File: config.mk
export PLATFORM = sky130hd
export DESIGN_NAME = icache_top
export DESIGN_NICKNAME = d
export VERILOG_FILES = /design/src/icache_pkg.sv /design/src/icache_ctrl.sv /design/src/icache_store.sv /design/src/line_refill.sv /design/src/fetch_bus_arb.sv /design/src/icache_top.sv
export SDC_FILE = /design/constraint.sdc
export NUM_CORES = 2
export LEC_CHECK = 0
export ABC_AREA = 0
export BUFFER_PORTS_ARGS = -buffer_cell sky130_fd_sc_hd__buf_2
export CORE_MARGIN = 3
export CORE_UTILIZATION = 40
export DETAILED_ROUTE_END_ITERATION = 10
export SLEW_MARGIN = 10
export SYNTH_ARGS = -nofsm -noshare
export SYNTH_HDL_FRONTEND = slang
export SYNTH_HIERARCHICAL = 1
export SYNTH_SLANG_ARGS = --single-unit
export TNS_END_PERCENT = 10
File: constraint.sdc
create_clock -name clk_i -period 19.46 [get_ports clk_i]
set_input_delay 2.919 -clock clk_i [delete_from_list [all_inputs] [get_ports clk_i]]
set_output_delay 2.919 -clock clk_i [all_outputs]
set_load 0.01 [all_outputs]
File: src/icache_pkg.sv
//////////////////////////////////////////////////
// shared geometry and types of the instruction
// cache, imported by every RTL block
//////////////////////////////////////////////////

`default_nettype none

package icache_pkg;

  //////////////////////////////////////////////////
  // cache geometry
  localparam int ADR_W      = 32;
  localparam int WORD_W     = 32;
  localparam int WAYS       = 2;
  localparam int SETS       = 8;
  localparam int LINE_WORDS = 4;
  localparam int IDX_W      = 3;
  localparam int OFS_W      = 2;
  // 32 - idx - word offset - byte offset
  localparam int TAG_W      = 25;

  //////////////////////////////////////////////////
  // address views

  // fields of a fetch address as the cache sees it
  typedef struct packed {
    logic [TAG_W-1:0] tag;
    logic [IDX_W-1:0] idx;
    logic [OFS_W-1:0] ofs;
    logic [1:0]       byt;
  } cache_adr_t;

  // same word, raw for the bus, split for the arrays
  typedef union packed {
    logic [ADR_W-1:0] raw;
    cache_adr_t       f;
  } fetch_adr_u;

  // one cache line, word 0 in the low bits
  typedef logic [LINE_WORDS-1:0][WORD_W-1:0] line_t;

  //////////////////////////////////////////////////
  // memory port and fill path

  // request level, adr held until ack or err
  typedef struct packed {
    logic             req;
    logic [ADR_W-1:0] adr;
  } mem_req_t;

  // single-cycle response
  typedef struct packed {
    logic              ack;
    logic              err;
    logic [WORD_W-1:0] rdata;
  } mem_rsp_t;

  // finished line from refill engine into the store
  typedef struct packed {
    logic             we;
    logic [IDX_W-1:0] idx;
    logic             way;
    logic [TAG_W-1:0] tag;
    line_t            line;
  } fill_t;

endpackage

`default_nettype wire

File: src/icache_ctrl.sv
//////////////////////////////////////////////////
// fetch-side control FSM of the instruction cache
// decides hit, refill, uncached fetch, invalidate
// and drives stall and parcel back to the core
//////////////////////////////////////////////////

`timescale 1ns/1ps
`default_nettype none

module icache_ctrl (
  input  wire logic                   clk_i,
  input  wire logic                   rst_ni,
  // core side
  input  wire logic                   fetch_req_i,
  input  icache_pkg::fetch_adr_u      fetch_adr_i,
  input  wire logic                   cacheable_i,
  input  wire logic                   flush_i,
  input  wire logic                   invalidate_i,
  output logic                        stall_o,
  output logic [icache_pkg::WORD_W-1:0] parcel_o,
  output logic                        parcel_valid_o,
  output logic                        parcel_error_o,
  output logic                        parcel_misaligned_o,
  // store
  input  wire logic                   hit_i,
  input  wire logic [icache_pkg::WORD_W-1:0] hit_word_i,
  input  wire logic                   victim_way_i,
  output icache_pkg::fetch_adr_u      lookup_adr_o,
  output logic                        inv_all_o,
  // refill engine
  output logic                        refill_start_o,
  output icache_pkg::fetch_adr_u      miss_adr_o,
  output logic                        fill_way_o,
  input  wire logic                   refill_done_i,
  input  wire logic                   refill_err_i,
  // uncached bus path
  output icache_pkg::mem_req_t        unc_req_o,
  input  icache_pkg::mem_rsp_t        unc_rsp_i
);

  import icache_pkg::*;

  typedef enum logic [2:0] {
    ARMED,
    INVALIDATE,
    UNCACHED,
    REFILL,
    RECOVER0,
    RECOVER1
  } state_e;

  state_e     state_q;
  state_e     state_d;
  logic       inv_hold_q;
  logic       inv_pend;
  logic       misaligned;
  logic       valid_req;
  logic       armed;
  logic       cache_ack;
  logic       start_q;
  logic       rf_err_q;
  logic       way_q;
  fetch_adr_u miss_adr_q;

  //////////////////////////////////////////////////
  // request qualification

  assign misaligned = (fetch_adr_i.f.byt != 2'b00);
  assign valid_req  = fetch_req_i & ~misaligned & ~flush_i;
  assign inv_pend   = invalidate_i | inv_hold_q;
  assign armed      = (state_q == ARMED);

  // hit served straight from the arrays, no wait
  assign cache_ack = armed & valid_req & cacheable_i & hit_i & ~inv_pend;

  // keep invalidate until INVALIDATE state runs
  always_ff @(posedge clk_i or negedge rst_ni)
  begin
    if (!rst_ni)
      inv_hold_q <= 1'b0;
    else
      inv_hold_q <= invalidate_i | (inv_hold_q & ~inv_all_o);
  end

  //////////////////////////////////////////////////
  // state machine

  always_comb
  begin
    state_d = state_q;
    unique case (state_q)
      ARMED:
      begin
        if (inv_pend)
          state_d = INVALIDATE;
        else if (valid_req && !cacheable_i)
          state_d = UNCACHED;
        else if (valid_req && !hit_i)
          state_d = REFILL;
      end
      INVALIDATE: state_d = RECOVER0;
      // request is accepted, so flush no longer drops it
      UNCACHED:
      begin
        if (unc_rsp_i.ack || unc_rsp_i.err)
          state_d = ARMED;
      end
      REFILL:
      begin
        if (refill_done_i || refill_err_i)
          state_d = RECOVER0;
      end
      // arrays settle after write, then re-lookup
      RECOVER0: state_d = RECOVER1;
      RECOVER1: state_d = ARMED;
      default:  state_d = ARMED;
    endcase
  end

  always_ff @(posedge clk_i or negedge rst_ni)
  begin
    if (!rst_ni)
    begin
      state_q  <= ARMED;
      start_q  <= 1'b0;
      rf_err_q <= 1'b0;
    end
    else
    begin
      state_q  <= state_d;
      start_q  <= armed & (state_d == REFILL);
      rf_err_q <= refill_err_i;
    end
  end

  // miss context, captured when leaving ARMED
  always_ff @(posedge clk_i)
  begin
    if (armed && state_d == REFILL)
    begin
      miss_adr_q <= fetch_adr_i;
      way_q      <= victim_way_i;
    end
  end

  assign refill_start_o = start_q;
  assign miss_adr_o     = miss_adr_q;
  assign fill_way_o     = way_q;
  assign lookup_adr_o   = fetch_adr_i;
  assign inv_all_o      = (state_q == INVALIDATE);

  //////////////////////////////////////////////////
  // uncached bus request

  assign unc_req_o.req = (state_q == UNCACHED) |
                         (armed & valid_req & ~cacheable_i & ~inv_pend);
  // bus is word addressed
  assign unc_req_o.adr = {fetch_adr_i.raw[ADR_W-1:2], 2'b00};

  //////////////////////////////////////////////////
  // core outputs

  always_comb
  begin
    unique case (state_q)
      ARMED:    stall_o = inv_pend | (valid_req & ~(cacheable_i & hit_i));
      UNCACHED: stall_o = ~(unc_rsp_i.ack | unc_rsp_i.err);
      default:  stall_o = 1'b1;
    endcase
  end

  assign parcel_o = (state_q == UNCACHED) ? unc_rsp_i.rdata : hit_word_i;

  assign parcel_valid_o = cache_ack | ((state_q == UNCACHED) & unc_rsp_i.ack);

  // refill error reported one cycle late, uncached error at once
  assign parcel_error_o = rf_err_q | ((state_q == UNCACHED) & unc_rsp_i.err);

  assign parcel_misaligned_o = armed & fetch_req_i & misaligned & ~inv_pend;

  //////////////////////////////////////////////////
  // checks

  // uncached reply only lands while UNCACHED waits for it
  a_unc_rsp_state: assert property (@(posedge clk_i) disable iff (!rst_ni)
    (unc_rsp_i.ack || unc_rsp_i.err) |-> state_q == UNCACHED);

  // refill engine only answers while the FSM waits in REFILL
  a_refill_end: assert property (@(posedge clk_i) disable iff (!rst_ni)
    (refill_done_i || refill_err_i) |-> state_q == REFILL);

endmodule

`default_nettype wire

File: src/icache_store.sv
//////////////////////////////////////////////////
// tag, valid, lru and data arrays of the cache
// lookup is combinational, writes come from fill
//////////////////////////////////////////////////

`timescale 1ns/1ps
`default_nettype none

module icache_store (
  input  wire logic                          clk_i,
  input  wire logic                          rst_ni,
  input  icache_pkg::fetch_adr_u             lookup_adr_i,
  output logic                               hit_o,
  output logic [icache_pkg::WORD_W-1:0]      hit_word_o,
  output logic                               victim_way_o,
  input  icache_pkg::fill_t                  fill_i,
  input  wire logic                          inv_all_i
);

  import icache_pkg::*;

  // arrays, no reset on payload
  logic [TAG_W-1:0]            tag_q  [SETS][WAYS];
  line_t                       data_q [SETS][WAYS];
  // control bits
  logic [SETS-1:0][WAYS-1:0]   valid_q;
  // per set, way to replace next
  logic [SETS-1:0]             lru_q;

  logic [WAYS-1:0] way_hit;
  logic            hit_way;
  line_t           hit_line;

  //////////////////////////////////////////////////
  // lookup

  always_comb
  begin
    for (int w = 0; w < WAYS; w++)
    begin
      way_hit[w] = valid_q[lookup_adr_i.f.idx][w] &
                   (tag_q[lookup_adr_i.f.idx][w] == lookup_adr_i.f.tag);
    end
  end

  assign hit_o = |way_hit;
  // two ways, so way 1 hit decides
  assign hit_way  = way_hit[1];
  assign hit_line = data_q[lookup_adr_i.f.idx][hit_way];
  // word select by offset
  assign hit_word_o   = hit_line[lookup_adr_i.f.ofs];
  assign victim_way_o = lru_q[lookup_adr_i.f.idx];

  //////////////////////////////////////////////////
  // line write

  always_ff @(posedge clk_i)
  begin
    if (fill_i.we)
    begin
      tag_q[fill_i.idx][fill_i.way]  <= fill_i.tag;
      data_q[fill_i.idx][fill_i.way] <= fill_i.line;
    end
  end

  // invalidate-all wins over a fill
  always_ff @(posedge clk_i or negedge rst_ni)
  begin
    if (!rst_ni)
      valid_q <= '0;
    else if (inv_all_i)
      valid_q <= '0;
    else if (fill_i.we)
      valid_q[fill_i.idx][fill_i.way] <= 1'b1;
  end

  //////////////////////////////////////////////////
  // lru, fill first then hit

  always_ff @(posedge clk_i or negedge rst_ni)
  begin
    if (!rst_ni)
      lru_q <= '0;
    else
    begin
      for (int s = 0; s < SETS; s++)
      begin
        if (fill_i.we && fill_i.idx == IDX_W'(s))
          lru_q[s] <= ~fill_i.way;
        else if (hit_o && lookup_adr_i.f.idx == IDX_W'(s))
          lru_q[s] <= ~hit_way;
      end
    end
  end

  // victim choice keeps a tag in one way only
  a_single_hit: assert property (@(posedge clk_i) disable iff (!rst_ni)
    !(&way_hit));

endmodule

`default_nettype wire

File: src/line_refill.sv
//////////////////////////////////////////////////
// refill engine: reads the four words of a missed
// line and hands the whole line to the store
//////////////////////////////////////////////////

`timescale 1ns/1ps
`default_nettype none

module line_refill (
  input  wire logic               clk_i,
  input  wire logic               rst_ni,
  input  wire logic               start_i,
  input  icache_pkg::fetch_adr_u  miss_adr_i,
  input  wire logic               way_i,
  output icache_pkg::mem_req_t    rf_req_o,
  input  icache_pkg::mem_rsp_t    rf_rsp_i,
  output icache_pkg::fill_t       fill_o,
  output logic                    done_o,
  output logic                    err_o
);

  import icache_pkg::*;

  logic             busy_q;
  logic [OFS_W-1:0] cnt_q;
  logic             last;
  fetch_adr_u       base_q;
  logic             way_q;
  line_t            buf_q;
  line_t            line_now;

  assign last = (cnt_q == OFS_W'(LINE_WORDS - 1));

  //////////////////////////////////////////////////
  // bus side, walk offsets 0..3 from the line base

  assign rf_req_o.req = busy_q;
  assign rf_req_o.adr = {base_q.f.tag, base_q.f.idx, cnt_q, 2'b00};

  // incoming word merged into the buffer
  always_comb
  begin
    line_now         = buf_q;
    line_now[cnt_q]  = rf_rsp_i.rdata;
  end

  assign done_o = busy_q & rf_rsp_i.ack & last;
  assign err_o  = busy_q & rf_rsp_i.err;

  //////////////////////////////////////////////////
  // fill, written on the cycle of the last ack
  assign fill_o.we   = done_o;
  assign fill_o.idx  = base_q.f.idx;
  assign fill_o.way  = way_q;
  assign fill_o.tag  = base_q.f.tag;
  assign fill_o.line = line_now;

  always_ff @(posedge clk_i or negedge rst_ni)
  begin
    if (!rst_ni)
    begin
      busy_q <= 1'b0;
      cnt_q  <= '0;
    end
    else if (start_i)
    begin
      busy_q <= 1'b1;
      cnt_q  <= '0;
    end
    else if (busy_q)
    begin
      // err drops the line, nothing written
      if (rf_rsp_i.err)
        busy_q <= 1'b0;
      else if (rf_rsp_i.ack)
      begin
        cnt_q <= cnt_q + 1'b1;
        if (last)
          busy_q <= 1'b0;
      end
    end
  end

  // line context and gathered words
  always_ff @(posedge clk_i)
  begin
    if (start_i)
    begin
      base_q <= miss_adr_i;
      way_q  <= way_i;
    end
    if (busy_q && rf_rsp_i.ack)
      buf_q <= line_now;
  end

  // controller waits for done or err before a new miss
  a_no_restart: assert property (@(posedge clk_i) disable iff (!rst_ni)
    start_i |-> !busy_q);

endmodule

`default_nettype wire

File: src/fetch_bus_arb.sv
//////////////////////////////////////////////////
// fixed-priority arbiter for the one memory port
// refill engine first, then the uncached path
//////////////////////////////////////////////////

`timescale 1ns/1ps
`default_nettype none

module fetch_bus_arb (
  input  wire logic             clk_i,
  input  wire logic             rst_ni,
  input  icache_pkg::mem_req_t  rf_req_i,
  input  icache_pkg::mem_req_t  unc_req_i,
  output icache_pkg::mem_rsp_t  rf_rsp_o,
  output icache_pkg::mem_rsp_t  unc_rsp_o,
  output icache_pkg::mem_req_t  mem_req_o,
  input  icache_pkg::mem_rsp_t  mem_rsp_i
);

  import icache_pkg::*;

  logic busy_q;
  logic grant_rf_q;
  logic sel_rf;
  logic done;

  assign done = mem_rsp_i.ack | mem_rsp_i.err;

  // locked owner, else refill wins
  assign sel_rf = busy_q ? grant_rf_q : rf_req_i.req;

  assign mem_req_o = sel_rf ? rf_req_i : unc_req_i;

  // response only to the owner of an open request
  assign rf_rsp_o  = (mem_req_o.req &&  sel_rf) ? mem_rsp_i : '0;
  assign unc_rsp_o = (mem_req_o.req && !sel_rf) ? mem_rsp_i : '0;

  // lock from req until ack or err
  always_ff @(posedge clk_i or negedge rst_ni)
  begin
    if (!rst_ni)
    begin
      busy_q     <= 1'b0;
      grant_rf_q <= 1'b0;
    end
    else if (!busy_q)
    begin
      if (mem_req_o.req && !done)
      begin
        busy_q     <= 1'b1;
        grant_rf_q <= sel_rf;
      end
    end
    else if (done)
      busy_q <= 1'b0;
  end

  // owner keeps req and adr on the port until the transfer closes
  a_grant_locked: assert property (@(posedge clk_i) disable iff (!rst_ni)
    (busy_q && !done) |=> $stable(mem_req_o));

endmodule

`default_nettype wire

File: src/icache_top.sv
//////////////////////////////////////////////////
// instruction cache top, connects control FSM,
// arrays, refill engine and bus arbiter
//////////////////////////////////////////////////

`timescale 1ns/1ps
`default_nettype none

module icache_top (
  input  wire logic                     clk_i,
  input  wire logic                     rst_ni,
  input  wire logic                     fetch_req_i,
  input  icache_pkg::fetch_adr_u        fetch_adr_i,
  input  wire logic                     cacheable_i,
  input  wire logic                     flush_i,
  input  wire logic                     invalidate_i,
  output logic                          stall_o,
  output logic [icache_pkg::WORD_W-1:0] parcel_o,
  output logic                          parcel_valid_o,
  output logic                          parcel_error_o,
  output logic                          parcel_misaligned_o,
  output icache_pkg::mem_req_t          mem_req_o,
  input  icache_pkg::mem_rsp_t          mem_rsp_i
);

  import icache_pkg::*;

  // controller <-> store
  logic              hit;
  logic [WORD_W-1:0] hit_word;
  logic              victim_way;
  fetch_adr_u        lookup_adr;
  logic              inv_all;
  // controller <-> refill engine
  logic              refill_start;
  fetch_adr_u        miss_adr;
  logic              fill_way;
  logic              refill_done;
  logic              refill_err;
  fill_t             fill;
  // bus masters
  mem_req_t          unc_req;
  mem_req_t          rf_req;
  mem_rsp_t          unc_rsp;
  mem_rsp_t          rf_rsp;

  icache_ctrl u_ctrl (
    .clk_i               (clk_i),
    .rst_ni              (rst_ni),
    .fetch_req_i         (fetch_req_i),
    .fetch_adr_i         (fetch_adr_i),
    .cacheable_i         (cacheable_i),
    .flush_i             (flush_i),
    .invalidate_i        (invalidate_i),
    .stall_o             (stall_o),
    .parcel_o            (parcel_o),
    .parcel_valid_o      (parcel_valid_o),
    .parcel_error_o      (parcel_error_o),
    .parcel_misaligned_o (parcel_misaligned_o),
    .hit_i               (hit),
    .hit_word_i          (hit_word),
    .victim_way_i        (victim_way),
    .lookup_adr_o        (lookup_adr),
    .inv_all_o           (inv_all),
    .refill_start_o      (refill_start),
    .miss_adr_o          (miss_adr),
    .fill_way_o          (fill_way),
    .refill_done_i       (refill_done),
    .refill_err_i        (refill_err),
    .unc_req_o           (unc_req),
    .unc_rsp_i           (unc_rsp)
  );

  icache_store u_store (
    .clk_i        (clk_i),
    .rst_ni       (rst_ni),
    .lookup_adr_i (lookup_adr),
    .hit_o        (hit),
    .hit_word_o   (hit_word),
    .victim_way_o (victim_way),
    .fill_i       (fill),
    .inv_all_i    (inv_all)
  );

  line_refill u_refill (
    .clk_i      (clk_i),
    .rst_ni     (rst_ni),
    .start_i    (refill_start),
    .miss_adr_i (miss_adr),
    .way_i      (fill_way),
    .rf_req_o   (rf_req),
    .rf_rsp_i   (rf_rsp),
    .fill_o     (fill),
    .done_o     (refill_done),
    .err_o      (refill_err)
  );

  fetch_bus_arb u_arb (
    .clk_i     (clk_i),
    .rst_ni    (rst_ni),
    .rf_req_i  (rf_req),
    .unc_req_i (unc_req),
    .rf_rsp_o  (rf_rsp),
    .unc_rsp_o (unc_rsp),
    .mem_req_o (mem_req_o),
    .mem_rsp_i (mem_rsp_i)
  );

endmodule

`default_nettype wire

Yosys cells after proc, flatten, opt, wreduce, memory -nomap -nowiden
Memory sizes are Yosys's and may differ from the RTL's.
Cells that the tools add are included.
- register bits: 229
- latch bits: 0
- RAM bits: 2448
- ROM bits: 0
- bits of input ports: 72
- output and inout bits: 69
- word-level logic and storage cells: 228
- memories: 2
- memories (memory ; depth ; bits a word ; rd ports ; clocked after Yosys merged registers in ; wr ports ; RTL line ; text):
    u_store.data_q ; 8 ; 256 ; 1 ; 0 ; 1 ; icache_store.sv:24 ; line_t data_q [SETS][WAYS];
    u_store.tag_q ; 8 ; 50 ; 1 ; 0 ; 1 ; icache_store.sv:23 ; logic [TAG_W-1:0] tag_q [SETS][WAYS];
- add/subtract/negate cells: 1
- multipliers: 0
- div/mod/pow operators: 0
- magnitude comparators: 11
- equality and inequality tests: 23
- shift operators: 0
- mux-type cells: 65
- bitwise operators: 43
- reductions and logical operators: 51
- operators with widths (operator ; number):
    $mux 128 ; 4
    $mux 256 ; 1
    $bwmux 128 ; 1
    $demux 128 s1 ; 1
    $mux 32 ; 3
    $mux 34 ; 2
    $bmux 32 s2 ; 1
    $demux 32 s2 ; 1
    $eq 25x25->1 ; 2
    $mux 50 ; 1
    $mux 33 ; 1
    $mux 16 ; 2
    $mux 1 ; 28
    $eq 3x3->1 const B ; 9
    $logic_and 1x1->1 ; 27
    $demux 25 s1 ; 1
    $mux 25 ; 1
    $reduce_bool 2->1 ; 12
    $and 1x1->1 ; 22
    $eq 3x2->1 const B ; 7
    $or 16x16->16 ; 1
    $mux 3 ; 5
    $pmux 3 s5 ; 1
    $mux 2 ; 6
    26 further kinds ; 54

Logic depth before layout (Yosys ltp)
- depth after elaboration: 18
- gate-level depth with buffers: 19

Cells and area by module
The synthesis kept the hierarchy.
- by module, submodules not included (module ; instances ; cells each ; area each (um^2) ; seq. area each (um^2)):
    icache_store ; 1 ; 4203 ; 95297.6 ; 74111.1
    line_refill ; 1 ; 357 ; 7359.6 ; 4789.6
    icache_ctrl ; 1 ; 176 ; 2225.9 ; 1141.1
    fetch_bus_arb ; 1 ; 130 ; 1016.0 ; 50.0

Least setup slack after synthesis
Ideal clock, no wire load.
- kind: input to register
- start point: input mem_rsp_i[33] (netlist name)
- end point: memory u_store/data_q[0][128] (netlist name), enable pin
- library setup time: 1047 ps
- data arrival time: 18041 ps
- required time: 18413 ps
- slack: 372 ps
- stages: 5
- buffers on the path: 1
- cell sequence: and3_1 and3_1 buf_4 nand2b_1 nor4_1
- longest elaborated chain between the ends: 5
- RTL lines (item ; RTL line ; text):
    start, declared ; icache_top.sv:23 ; input icache_pkg::mem_rsp_t mem_rsp_i
    $mux 34 ; fetch_bus_arb.sv:35 ; assign rf_rsp_o = (mem_req_o.req && sel_rf) ? mem_rsp_i : '0;
    $and 1x1->1 (2 in a row) ; line_refill.sv:47 ; assign done_o = busy_q & rf_rsp_i.ack & last;
    named net refill_done ; icache_top.sv:38 ; logic refill_done;
    $mux 1 ; icache_store.sv:59 ; if (fill_i.we)
    $mux 256 (not written as such) ; icache_store.sv:62 ; data_q[fill_i.idx][fill_i.way] <= fill_i.line;
    end, declared ; icache_store.sv:24 ;
The timed path passes the listed nets, and every way through them passes these cells.

Worst setup path after layout
- start point: input fetch_adr_i[4] (netlist name)
- end point: output parcel_o[15] (netlist name)
- longest elaborated chain between the ends: 10
- RTL lines (item ; RTL line ; text):
    start, declared ; icache_top.sv:13 ; input icache_pkg::fetch_adr_u fetch_adr_i,
    $mem_v2 8x50 or $bmux 2 s3 (tied branches) ; - ;
    $eq 25x25->1 or $mux 2 (tied branches) ; - ;
    $and 1x1->1 ; icache_store.sv:41 ; way_hit[w] = valid_q[lookup_adr_i.f.idx][w] &
    $not 1->2 (not written as such) ; icache_store.sv:49 ; assign hit_line = data_q[lookup_adr_i.f.idx][hit_way];
    $mux 128 (not written as such) (*) (3 in a row) ; icache_store.sv:49 ;
    $bmux 32 s2 (*) ; icache_store.sv:51 ; assign hit_word_o = hit_line[lookup_adr_i.f.ofs];
    $mux 32 (not written as such) (*) ; icache_store.sv:51 ;
    named net hit_word[15] ; icache_top.sv:30 ; logic [WORD_W-1:0] hit_word;
    $mux 32 (*) ; icache_ctrl.sv:172 ; assign parcel_o = (state_q == UNCACHED) ? unc_rsp_i.rdata : hit_word_i;
    end, declared ; icache_top.sv:18 ; output logic [icache_pkg::WORD_W-1:0] parcel_o,
The timed path passes the listed nets; every way through them passes the cells marked *. The select of a mux whose other input is x is not followed.

==> flow_summary.json <==
{
  "path_common_cell": "buf_4",
  "final-hold-violation-count": 0,
  "rrSetupSlack_ns": 13.77,
  "slew_headroom_pct": 16.2,
  "place_area_um2": 110000,
  "worstSetupPathType": "in -> out",
  "cts_tree": "yes",
  "synth.avg_cell_area_um2": 21.8,
  "setup_tns_ns": 0,
  "die_x_um": 520,
  "pin_count": 141,
  "antenna_found_initial": 13,
  "finalPower_mw": 12.3,
  "firstDrtPassIters": 5,
  "totalWireLength_um": 265000,
  "insertion_delay_ns": 0.85,
  "crit_path_start": "fetch_adr_i[4]",
  "syn_inst": 4860,
  "grt_overflow": 0,
  "cts_hold_buf": 0,
  "viasPerCell": 5.84,
  "clk_pin_slew_ns": 0.06,
  "drive_gt1_share_pct": 28.4,
  "area_growth_syn_to_layout_pct": 11.9,
  "grt_start_max_net_pins": 136,
  "yosys_warnings": 6,
  "clock-sinks": 2669,
  "worstPathRequired_ns": 16.54,
  "routedWlPerCell_um": 30.3,
  "setup_viol_count_final": 0,
  "cp_slowest_cell": "o32ai_1",
  "endpoint": "parcel_o[15]",
  "cap_violations": 0,
  "reg2regPathDepth": 8,
  "portBuffers": 138,
  "tightest_slew_ns": 1.25,
  "postCtsSetupBuffers": 0,
  "cts_resized": 0,
  "clk_path_buf_depth": 4,
  "gp_congestion": 0.749,
  "core_area_um2": 263000,
  "cp_slowest_stage_delay_ns": 1.00,
  "grt_pass1_vias": 51434,
  "drc_errors": 0,
  "rows": 188,
  "fmax_mhz": 73.9,
  "finalClockSkew_ns": 0.0394,
  "dp_hpwl_um": 133000,
  "r2r-start": "u_refill/busy_q",
  "final_net_count": 5107,
  "period_minus_slack_ns": 13.54,
  "r2r-end": "u_store/data_q[3][253]",
  "cts_root_buffer": "clkbuf_16",
  "grt_first_pass_wirelength_um": 380000,
  "grt_use_total_pct": 19.3,
  "hp-class": "reg -> reg",
  "start_kind": "primary input",
  "vias": 51078,
  "netlist_area_um2": 106000,
  "critPathArrivalTime_ns": 10.62,
  "finalMaxSlewViolations": 0,
  "critPathCaptureType": "output port",
  "drt_iter0_drc": 5955,
  "min_path_cells": 0,
  "htreeDepth": 5,
  "cts_buffers": 282,
  "ant_nets": 0,
  "grt_setup_unrepaired": "no",
  "final.period_utilization_pct": 69.6,
  "worstPathCellList": "buf_8 > buf_4 > mux4_2 > mux2i_1 > xnor2_1 > nor4_1 > nand4b_1 > nand4b_4 > nor2_8 > buf_4 > buf_4 > nand2_1 > a31o_2 > o32ai_1 > mux2_1 > buf_2",
  "die_area_um2": 271000,
  "p_per_area_nw_per_um2": 104,
  "design_area_um2": 118000,
  "initial_core_util_pct": 40.3,
  "power_leakage_nw": 38.0,
  "ir_worst_vdd_mv": 0.0814,
  "die_h_um": 520,
  "path_max_fanout": 61,
  "status": "finished clean"
}
==> layout make-up <==
class	instances	area (um2)
diodes	4	10.0
well taps	3515	4400
repair buffers	253	1730
clock buffers	354	7550
clock inverters	124	887
inverters	11	61.3
fillers	21992	144000
flip-flops and latches	2669	80000
multi-input cells	1814	23700
==> metrics by stage <==
stage	setup slack (ns)	instances	utilization, %	hold WS, ns
after floorplan	0.372	4862	-	0.400
after global placement	5.98	8262	41.8	0.400
after detailed placement	5.88	8262	41.8	0.405
after CTS	5.86	8740	45.0	0.400
after global routing	5.49	8742	45.0	0.416
final	5.92	8744	45.0	0.396
==> where the power goes <==
part	total [mW]	switching, mW	leakage [nW]	internal, mW
Clock	5.00	2.13	4.10	2.87
Combinational	0.842	0.540	9.49	0.302
Sequential	6.46	0.0147	24.4	6.45
==> critical path: cells and delay by family <==
kind	cells	cell delay [ns]
buf+inv	5	3.10
simple gates	5	1.94
compound gates	2	1.27
mux	3	1.02
xor+xnor	1	0.11
==> how the worst min path moves through the flow <==
| stage | endpoint | startpoint | slack, ns |
|---|---|---|---|
| after floorplan | u_refill/base_q[10] | u_ctrl/miss_adr_o[10] | 0.40 |
| after global placement | u_refill/base_q[30] | u_ctrl/miss_adr_o[30] | 0.40 |
| after detailed placement | u_refill/base_q[26] | u_ctrl/miss_adr_o[26] | 0.40 |
| after CTS | u_refill/base_q[26] | u_ctrl/miss_adr_o[26] | 0.40 |
| after global routing | u_refill/base_q[6] | u_ctrl/miss_adr_o[6] | 0.42 |
| final | u_refill/base_q[26] | u_ctrl/miss_adr_o[26] | 0.40 |
==> flip-flops by register name, indices dropped and copies added, names as in the netlist, 2 cells and up <==
signal,cells
u_refill/cnt_q,2
u_refill/buf_q,128
u_store/valid_q,16
u_refill/base_q,28
u_store/tag_q,400
u_store/data_q,2048
u_ctrl/state_q,3
u_store/lru_q,8
u_ctrl/miss_adr_o,28
==> metal layers <==
metal	wire length, um	GRT usage [%]	vias up
met1	113000	28.4	28023
met4	5650	4.36	2
met3	20400	3.02	363
li1	-	-	20550
met5	13	0	-
met2	126000	30.6	2140
==> cells in the final DEF (no fill, tap or decap), drive strengths merged, types with 17 or more instances in the layout <==
master  instances
o32ai          23
inv            17
mux2          219
nand2         180
a21oi          38
o211a          20
a22oi          20
a31oi          37
nor2           61
nor3           48
mux2i         212
nand3          22
clkinv         98
clkbuf        354
buf           253
xor2           25
xnor2          22
mux4          613
a31o           25
o21ai          29
dfrtp          35
and3           96
edfxtp       2634
No activity file was read; power rests on OpenSTA's default activity.
